File: config.mk
export PLATFORM = sky130hd
export DESIGN_NAME = armCore
export DESIGN_NICKNAME = d
export VERILOG_FILES = /design/src/hw/armCorePkg.sv /design/src/hw/alu.sv /design/src/hw/armCore.sv /design/src/hw/hazardUnit.sv /design/src/hw/instrDecoder.sv /design/src/hw/registerFile.sv
export VERILOG_INCLUDE_DIRS = /design/src /design/src/include
export SDC_FILE = /design/constraint.sdc
export NUM_CORES = 2
export LEC_CHECK = 0
export BUFFER_PORTS_ARGS = -buffer_cell sky130_fd_sc_hd__buf_4
export CAP_MARGIN = 0
export CORE_ASPECT_RATIO = 0.9
export CORE_MARGIN = 2
export CORE_UTILIZATION = 57
export DETAILED_ROUTE_END_ITERATION = 6
export GPL_ROUTABILITY_DRIVEN = 0
export PLACE_DENSITY_LB_ADDON = 0.12
export SYNTH_ARGS = -nofsm -noshare
export SYNTH_HDL_FRONTEND = slang
export SYNTH_SLANG_ARGS = --single-unit
export TNS_END_PERCENT = 1
File: constraint.sdc
create_clock -name CLK -period 6.1 [get_ports CLK]
set_clock_uncertainty 0.05 [all_clocks]
set_input_delay 1.22 -clock CLK [delete_from_list [all_inputs] [get_ports CLK]]
set_output_delay 1.22 -clock CLK [all_outputs]
set_load 0.05 [all_outputs]
File: src/include/armCore_config.svh
`ifndef ARMCORE_CONFIG_SVH
`define ARMCORE_CONFIG_SVH

// Datapath and register file
`define WORD_W      32
`define REG_COUNT   15
`define R15         4'd15
`define RESET_PC    32'h0000_0000

// Instruction word fields
`define COND_LSB    28
`define OP_LSB      (`COND_LSB - 2)
`define IMM_BIT     25
`define CMD_LSB     21
`define LOAD_BIT    20
`define RN_LSB      16
`define RD_LSB      12
`define RM_LSB      0

// Op field 2'b11 is outside the subset and decodes to no action
`define BUBBLE_INSTR 32'h0C00_0000

`endif

File: src/hw/armCorePkg.sv
`include "armCore_config.svh"

package armCorePkg;

    typedef logic [`WORD_W-1:0] word_t;
    typedef logic [3:0]         regAddr_t;

    typedef enum logic [2:0] {
        aluAdd,
        aluSub,
        aluAnd,
        aluOrr,
        aluMov
    } aluOp_t;

    typedef enum logic [1:0] {
        fromReg,
        fromWb,
        fromMem
    } forwardSel_t;

    typedef struct packed {
        logic   regWrite;
        logic   memWrite;
        logic   memToReg;
        logic   aluSrcImm;
        logic   branch;
        aluOp_t aluOp;
    } ctrl_t;

    // Decode to execute
    typedef struct packed {
        ctrl_t    ctrl;
        word_t    rd1;
        word_t    rd2;
        word_t    extImm;
        regAddr_t ra1;
        regAddr_t ra2;
        regAddr_t wa3;
    } decExe_t;

    // Execute to memory
    typedef struct packed {
        logic     regWrite;
        logic     memWrite;
        logic     memToReg;
        word_t    aluOut;
        word_t    writeData;
        regAddr_t ra2;
        regAddr_t wa3;
    } exeMem_t;

    // Memory to writeback
    typedef struct packed {
        logic     regWrite;
        logic     memToReg;
        word_t    readData;
        word_t    aluOut;
        regAddr_t wa3;
    } memWb_t;

endpackage

File: src/hw/alu.sv
`timescale 1ns/1ns

module alu (
    input  armCorePkg::aluOp_t op,
    input  armCorePkg::word_t  srcA,
    input  armCorePkg::word_t  srcB,
    output armCorePkg::word_t  result
);

    // No flags are kept, so results simply wrap
    always_comb begin
        case (op)
            armCorePkg::aluAdd: result = srcA + srcB;
            armCorePkg::aluSub: result = srcA - srcB;
            armCorePkg::aluAnd: result = srcA & srcB;
            armCorePkg::aluOrr: result = srcA | srcB;
            default:            result = srcB;
        endcase
    end

endmodule

File: src/hw/armCore.sv
`timescale 1ns/1ns
`include "armCore_config.svh"

module armCore (
    input  logic              CLK,
    input  logic              rstN,
    input  armCorePkg::word_t instr,
    input  armCorePkg::word_t dataRead,
    output armCorePkg::word_t pc,
    output armCorePkg::word_t dataAddr,
    output armCorePkg::word_t dataWriteData,
    output logic              dataWe
);

    armCorePkg::word_t       pcPlus4;
    armCorePkg::word_t       instrD;

    armCorePkg::ctrl_t       ctrlD;
    armCorePkg::regAddr_t    ra1D;
    armCorePkg::regAddr_t    ra2D;
    armCorePkg::regAddr_t    wa3D;
    armCorePkg::word_t       extImmD;
    armCorePkg::word_t       rd1D;
    armCorePkg::word_t       rd2D;

    armCorePkg::decExe_t     exe;
    armCorePkg::exeMem_t     mem;
    armCorePkg::memWb_t      wb;

    armCorePkg::forwardSel_t forwardA;
    armCorePkg::forwardSel_t forwardB;
    logic                    forwardStore;
    logic                    stallF;
    logic                    stallD;
    logic                    flushD;
    logic                    flushE;

    armCorePkg::word_t       srcA;
    armCorePkg::word_t       srcBReg;
    armCorePkg::word_t       srcB;
    armCorePkg::word_t       aluResult;
    armCorePkg::word_t       resultW;

    ////////////////////////////////////////////////////////////
    // Fetch
    ////////////////////////////////////////////////////////////

    assign pcPlus4 = pc + 32'd4;

    // Taken branch resolves in execute
    always_ff @(posedge CLK) begin
        if (!rstN) begin
            pc <= `RESET_PC;
        end else if (exe.ctrl.branch) begin
            pc <= aluResult;
        end else if (!stallF) begin
            pc <= pcPlus4;
        end
    end

    always_ff @(posedge CLK) begin
        if (!rstN || flushD) begin
            instrD <= `BUBBLE_INSTR;
        end else if (!stallD) begin
            instrD <= instr;
        end
    end

    ////////////////////////////////////////////////////////////
    // Decode
    ////////////////////////////////////////////////////////////

    instrDecoder i_instrDecoder (
        .instrD (instrD),
        .ctrl   (ctrlD),
        .ra1    (ra1D),
        .ra2    (ra2D),
        .wa3    (wa3D),
        .extImm (extImmD)
    );

    // Fetch PC+4 is decode PC+8
    registerFile i_registerFile (
        .CLK  (CLK),
        .rstN (rstN),
        .we   (wb.regWrite),
        .ra1  (ra1D),
        .ra2  (ra2D),
        .wa3  (wb.wa3),
        .wd3  (resultW),
        .r15  (pcPlus4),
        .rd1  (rd1D),
        .rd2  (rd2D)
    );

    hazardUnit i_hazardUnit (
        .ra1D         (ra1D),
        .ra2D         (ra2D),
        .exe          (exe),
        .mem          (mem),
        .wa3W         (wb.wa3),
        .regWriteW    (wb.regWrite),
        .branchE      (exe.ctrl.branch),
        .forwardA     (forwardA),
        .forwardB     (forwardB),
        .forwardStore (forwardStore),
        .stallF       (stallF),
        .stallD       (stallD),
        .flushD       (flushD),
        .flushE       (flushE)
    );

    // Flush or load-use stall leaves a bubble in execute
    always_ff @(posedge CLK) begin
        exe.rd1    <= rd1D;
        exe.rd2    <= rd2D;
        exe.extImm <= extImmD;
        exe.ra1    <= ra1D;
        exe.ra2    <= ra2D;
        exe.wa3    <= wa3D;
        if (!rstN || flushE) begin
            exe.ctrl <= '0;
        end else begin
            exe.ctrl <= ctrlD;
        end
    end

    ////////////////////////////////////////////////////////////
    // Execute
    ////////////////////////////////////////////////////////////

    always_comb begin
        case (forwardA)
            armCorePkg::fromMem: srcA = mem.aluOut;
            armCorePkg::fromWb:  srcA = resultW;
            default:             srcA = exe.rd1;
        endcase
    end

    always_comb begin
        case (forwardB)
            armCorePkg::fromMem: srcBReg = mem.aluOut;
            armCorePkg::fromWb:  srcBReg = resultW;
            default:             srcBReg = exe.rd2;
        endcase
    end

    assign srcB = exe.ctrl.aluSrcImm ? exe.extImm : srcBReg;

    alu i_alu (
        .op     (exe.ctrl.aluOp),
        .srcA   (srcA),
        .srcB   (srcB),
        .result (aluResult)
    );

    always_ff @(posedge CLK) begin
        mem.aluOut    <= aluResult;
        mem.writeData <= srcBReg;
        mem.ra2       <= exe.ra2;
        mem.wa3       <= exe.wa3;
        if (!rstN) begin
            mem.regWrite <= 1'b0;
            mem.memWrite <= 1'b0;
            mem.memToReg <= 1'b0;
        end else begin
            mem.regWrite <= exe.ctrl.regWrite;
            mem.memWrite <= exe.ctrl.memWrite;
            mem.memToReg <= exe.ctrl.memToReg;
        end
    end

    ////////////////////////////////////////////////////////////
    // Memory
    ////////////////////////////////////////////////////////////

    assign dataAddr      = mem.aluOut;
    assign dataWriteData = forwardStore ? resultW : mem.writeData;
    assign dataWe        = mem.memWrite;

    always_ff @(posedge CLK) begin
        wb.readData <= dataRead;
        wb.aluOut   <= mem.aluOut;
        wb.wa3      <= mem.wa3;
        if (!rstN) begin
            wb.regWrite <= 1'b0;
            wb.memToReg <= 1'b0;
        end else begin
            wb.regWrite <= mem.regWrite;
            wb.memToReg <= mem.memToReg;
        end
    end

    ////////////////////////////////////////////////////////////
    // Writeback
    ////////////////////////////////////////////////////////////

    assign resultW = wb.memToReg ? wb.readData : wb.aluOut;

endmodule

File: src/hw/hazardUnit.sv
`timescale 1ns/1ns
`include "armCore_config.svh"

module hazardUnit (
    input  armCorePkg::regAddr_t    ra1D,
    input  armCorePkg::regAddr_t    ra2D,
    input  armCorePkg::decExe_t     exe,
    input  armCorePkg::exeMem_t     mem,
    input  armCorePkg::regAddr_t    wa3W,
    input  logic                    regWriteW,
    input  logic                    branchE,
    output armCorePkg::forwardSel_t forwardA,
    output armCorePkg::forwardSel_t forwardB,
    output logic                    forwardStore,
    output logic                    stallF,
    output logic                    stallD,
    output logic                    flushD,
    output logic                    flushE
);

    logic loadStall;

    // Memory stage holds the younger result
    function automatic armCorePkg::forwardSel_t pickSource(armCorePkg::regAddr_t ra);
        if (ra == `R15) begin
            return armCorePkg::fromReg;
        end
        if (mem.regWrite && mem.wa3 == ra) begin
            return armCorePkg::fromMem;
        end
        if (regWriteW && wa3W == ra) begin
            return armCorePkg::fromWb;
        end
        return armCorePkg::fromReg;
    endfunction

    always_comb forwardA = pickSource(exe.ra1);
    always_comb forwardB = pickSource(exe.ra2);

    assign forwardStore = mem.memWrite && regWriteW && wa3W == mem.ra2 && mem.ra2 != `R15;

    // Loaded data is not ready until writeback
    assign loadStall = exe.ctrl.memToReg && (exe.wa3 == ra1D || exe.wa3 == ra2D);

    assign stallF = loadStall;
    assign stallD = loadStall;
    assign flushD = branchE;
    assign flushE = branchE || loadStall;

endmodule

File: src/hw/instrDecoder.sv
`timescale 1ns/1ns
`include "armCore_config.svh"

module instrDecoder (
    input  armCorePkg::word_t    instrD,
    output armCorePkg::ctrl_t    ctrl,
    output armCorePkg::regAddr_t ra1,
    output armCorePkg::regAddr_t ra2,
    output armCorePkg::regAddr_t wa3,
    output armCorePkg::word_t    extImm
);

    logic [1:0]           op;
    logic [3:0]           cmd;
    logic                 immForm;
    logic                 isLoad;
    armCorePkg::regAddr_t rn;
    armCorePkg::regAddr_t rd;
    armCorePkg::regAddr_t rm;

    assign op      = instrD[`OP_LSB +: 2];
    assign cmd     = instrD[`CMD_LSB +: 4];
    assign immForm = instrD[`IMM_BIT];
    assign isLoad  = instrD[`LOAD_BIT];
    assign rn      = instrD[`RN_LSB +: 4];
    assign rd      = instrD[`RD_LSB +: 4];
    assign rm      = instrD[`RM_LSB +: 4];

    // Every instruction in the subset writes Rd if it writes at all
    assign wa3 = rd;

    always_comb begin
        ctrl   = '0;
        extImm = '0;
        ra1    = rn;
        ra2    = rm;
        case (op)
            2'b00: begin
                ctrl.regWrite  = 1'b1;
                ctrl.aluSrcImm = immForm;
                extImm         = {24'b0, instrD[7:0]};
                case (cmd)
                    4'b0000: ctrl.aluOp = armCorePkg::aluAnd;
                    4'b0010: ctrl.aluOp = armCorePkg::aluSub;
                    4'b1100: ctrl.aluOp = armCorePkg::aluOrr;
                    4'b1101: ctrl.aluOp = armCorePkg::aluMov;
                    default: ctrl.aluOp = armCorePkg::aluAdd;
                endcase
            end
            2'b01: begin
                // Base plus unsigned offset
                ctrl.aluSrcImm = 1'b1;
                ctrl.aluOp     = armCorePkg::aluAdd;
                ctrl.regWrite  = isLoad;
                ctrl.memToReg  = isLoad;
                ctrl.memWrite  = !isLoad;
                extImm         = {20'b0, instrD[11:0]};
                if (!isLoad) begin
                    ra2 = rd;
                end
            end
            2'b10: begin
                ctrl.branch    = 1'b1;
                ctrl.aluSrcImm = 1'b1;
                ctrl.aluOp     = armCorePkg::aluAdd;
                ra1            = `R15;
                extImm         = {{6{instrD[23]}}, instrD[23:0], 2'b00};
            end
            default: begin
                ctrl = '0;
            end
        endcase
    end

endmodule

File: src/hw/registerFile.sv
`timescale 1ns/1ns
`include "armCore_config.svh"

module registerFile (
    input  logic                 CLK,
    input  logic                 rstN,
    input  logic                 we,
    input  armCorePkg::regAddr_t ra1,
    input  armCorePkg::regAddr_t ra2,
    input  armCorePkg::regAddr_t wa3,
    input  armCorePkg::word_t    wd3,
    input  armCorePkg::word_t    r15,
    output armCorePkg::word_t    rd1,
    output armCorePkg::word_t    rd2
);

    armCorePkg::word_t regs [`REG_COUNT];

    always_ff @(posedge CLK) begin
        if (!rstN) begin
            for (int i = 0; i < `REG_COUNT; i++) begin
                regs[i] <= '0;
            end
        end else if (we && wa3 != `R15) begin
            regs[wa3] <= wd3;
        end
    end

    // PC read, then same-cycle write bypass
    function automatic armCorePkg::word_t readPort(armCorePkg::regAddr_t ra);
        if (ra == `R15) begin
            return r15;
        end
        if (we && ra == wa3) begin
            return wd3;
        end
        return regs[ra];
    endfunction

    always_comb rd1 = readPort(ra1);
    always_comb rd2 = readPort(ra2);

endmodule

==> impl_metrics.toml <==
[layout]
layout_commonest_cell = "nor2_1"
drive_above_1_share_pct = 15.96
nNetsFinal = 4964
fillCellCount = 5992
layout_common_cells = "nor2_1 (733), nand2_1 (721), edfxtp_1 (512)"
area_delta_synth_final_pct = 14.39
utilization_pct = 66.16

[cts]
max-clock-path-buffers = 3
root_buffer = "clkbuf_16"
worstSkewPairLatency_ns = 0.65
htree_num_levels = 3
cts.sinks = 827
clkTransAtPathRegs_ns = 0.06
cts_tree = "yes"
cts_buffers = 86

[logic_synthesis]
seq_area_frac_synth_pct = 49.98
synth_ff_type = "edfxtp_1"
yosysUniqueCellTypes = 88
synthCells = 4714
synth.cell_area_sq_um = 43380
synth_warnings = 0
synth_edf_count = 512
ys_ff_latch = 827
avgSynthCellArea_sq_um = 9.202
async_reset_ff_share_pct = 0

[worst_setup_path]
cp_common_cell = "buf_4"
ff2ff_setup_slack_ns = 0.09
cp_max_fo = 8
arrival_ns = 6.49
start_kind = "register"
worst-path-stages = 26
critical-path-max-stage-delay_ns = 0.61
required_ns = 6.58
cpLargestDelayFamily = "compound AO/OA/AOI/OAI gates"
r2r_start = "exe[4]"
crit_path_end_kind = "register"
cp_slowest_cell = "or4b_4"
cp_num_buf_inv = 5
crit_path_start = "exe[4]"
setup.worst_path.end = "pc[25]"
reg2reg_depth = 26
rr_endpoint = "pc[25]"
worstSetupPathType = "reg2reg"

[flow_run]
max-cap-violations = 0

[sta]
maxSlewHeadroom_pct = 19.39
maxSlewViolCount = 0
final-setup-viol-count = 0
worst_slack_ns = 0.09073
period_share_pct = 98.51
rsz0062_at_grt = "true"
min_period_ns = 6.009
hold_violations = 0
finalHoldWorstSlack_ns = 0.3595
timing.fmax_ghz = 0.1664
worst_slew_pin_slew_ns = 1.205
setup-tns-final_ns = 0

[grt]
grt_max_degree = 117
grt_pass1_vias = 36480
grt-ovfl-total = 0
antenna_found_initial = 3
grt_pass1_wl_microns = 229200
track_usage_pct = 39.55

[detailed_routing]
wirelength_met1_microns = 59020
drt_iter0_markers = 6159
drcViolationCount = 0
wl_microns = 158100
wl_met3_microns = 20700
top_layer_used = "met4"
wl_per_cell_microns = 26.62
routed_via_density = 6.532
dr_total_vias = 38810
drtPass1Iterations = 7
ant_nets = 0
dr_wl_met2_microns = 66820

[floorplanning]
rows = 95
start_util_pct = 57.83
die_height_microns = 265.7
floorplan.die_area_sq_um = 78330
io_pins = 163
core-area_sq_um = 75000
die_w_microns = 294.8

[placement]
dp_hpwl_microns = 101100
portBuffers = 158
post-place-ws_ns = -0.4067

[power]
finalPower_mw = 17.68
leakage_nw = 19.61
pwr_density_cell_nw_per_um2 = 356.3
peakVddDrop_mv = 0.2454

[status]
status = "complete, no violations"

[min_path]
min_path_type = "reg2reg"
holdPathStages = 0
worstHoldStart = "exe[3]"
==> flip-flops by register name, summed over array words and instances (netlist names) <==
signal,count
pc,32
exe,110
mem,42
dataWe,1
i_registerFile.regs,512
instrD,28
dataAddr,32
wb,70
==> final cells by class <==
type / count / area, sq um / area share, %
flip-flops and latches: 827 / 21700 / 43.72
multi-input cells: 3429 / 20260 / 40.84
repair buffers: 429 / 3349 / 6.750
clock buffers: 121 / 2474 / 4.985
well taps: 1018 / 1274 / 2.567
inverters: 77 / 301.5 / 0.6077
clock inverters: 37 / 255.2 / 0.5144
diodes: 3 / 7.507 / 0.01513
==> synth_stat cells, types with 75 or more instances <==
library cell | count | share of area [%]
a21oi_1 | 234 | 2.7
a22oi_1 | 86 | 1.5
clkbuf_1 | 337 | 2.9
dfxtp_1 | 315 | 15
edfxtp_1 | 512 | 35
mux2_2 | 75 | 1.9
mux2i_1 | 173 | 4.0
nand2_1 | 741 | 6.4
nand3_1 | 285 | 3.3
nor2_1 | 740 | 6.4
o21ai_0 | 184 | 2.1
xnor2_1 | 81 | 1.6
==> stage by stage <==
stage,instance area [sq um],cells
after CTS,49320,5930
after global placement,46530,5772
final,49620,5941
after floorplan,43490,4745
after global routing,49610,5938
after detailed placement,46530,5772
==> power by group <==
group,leakage (nW),internal [mW],total [mW],switching (mW)
Combinational,10.4,1.76,5.39,3.63
Sequential,7.90,6.56,7.13,0.577
Clock,1.34,2.92,5.16,2.24
Total,19.6,11.2,17.7,6.45
==> layer usage <==
| metal | GRT usage [%] | up-vias |
|---|---|---|
| met5 | 0 | - |
| met4 | 24.64 | 0 |
| met3 | 9.176 | 601 |
| met2 | 57.61 | 2870 |
| met1 | 53.41 | 18330 |
| li1 | - | 17010 |
==> worst min path at each step <==
stage	endpoint
6_report	mem[3]
4_1_cts	mem[3]
3_5_place_dp	mem[3]
2_1_floorplan	exe[0]
5_1_grt	mem[3]
3_3_place_gp	mem[3]
==> worst reg2reg max path, stage by stage, from the launching register on <==
cell,delay [ns]
dfxtp_2,0.33
inv_1,0.05
a222oi_1,0.31
nor4b_2,0.24
buf_4,0.18
nand2_4,0.06
ha_4,0.32
buf_8,0.13
or3b_2,0.45
o21ai_2,0.09
a21o_1,0.13
o221ai_1,0.15
or4b_4,0.61
nand2_1,0.12
xnor2_1,0.14
ha_1,0.26
buf_4,0.15
nand3_1,0.09
o211ai_1,0.27
a32oi_1,0.34
a31oi_1,0.13
buf_4,0.17
a2111o_1,0.39
a21oi_2,0.16
xnor2_1,0.09
a211o_1,0.27
o211a_1,0.20
==> cell families after synthesis <==
family                     after synthesis  share of synthesized area (%)
muxes                                  276                          7.272
adders and majority gates               48                          1.402
buffers and inverters                  489                          4.627
other                                    1                       0.008645
AOI/OAI and AO/OA                      954                          14.64
xor gates and xnor gates               143                          2.887
and+or+nand+nor                       1976                          19.18
DFF                                    827                          49.98
==> what timing repair did <==
| action | 4_1_cts | 5_1_grt |
|---|---|---|
| endpoints found under the setup margin | 16 | 26 |
| gates cloned | 0 | 1 |
| buffers inserted | 0 | 8 |
| pin swaps | 2 | 34 |
| hold buffers | 0 | 0 |
| gates resized for setup | 19 | 56 |
Power figures use the tool's default switching activity.
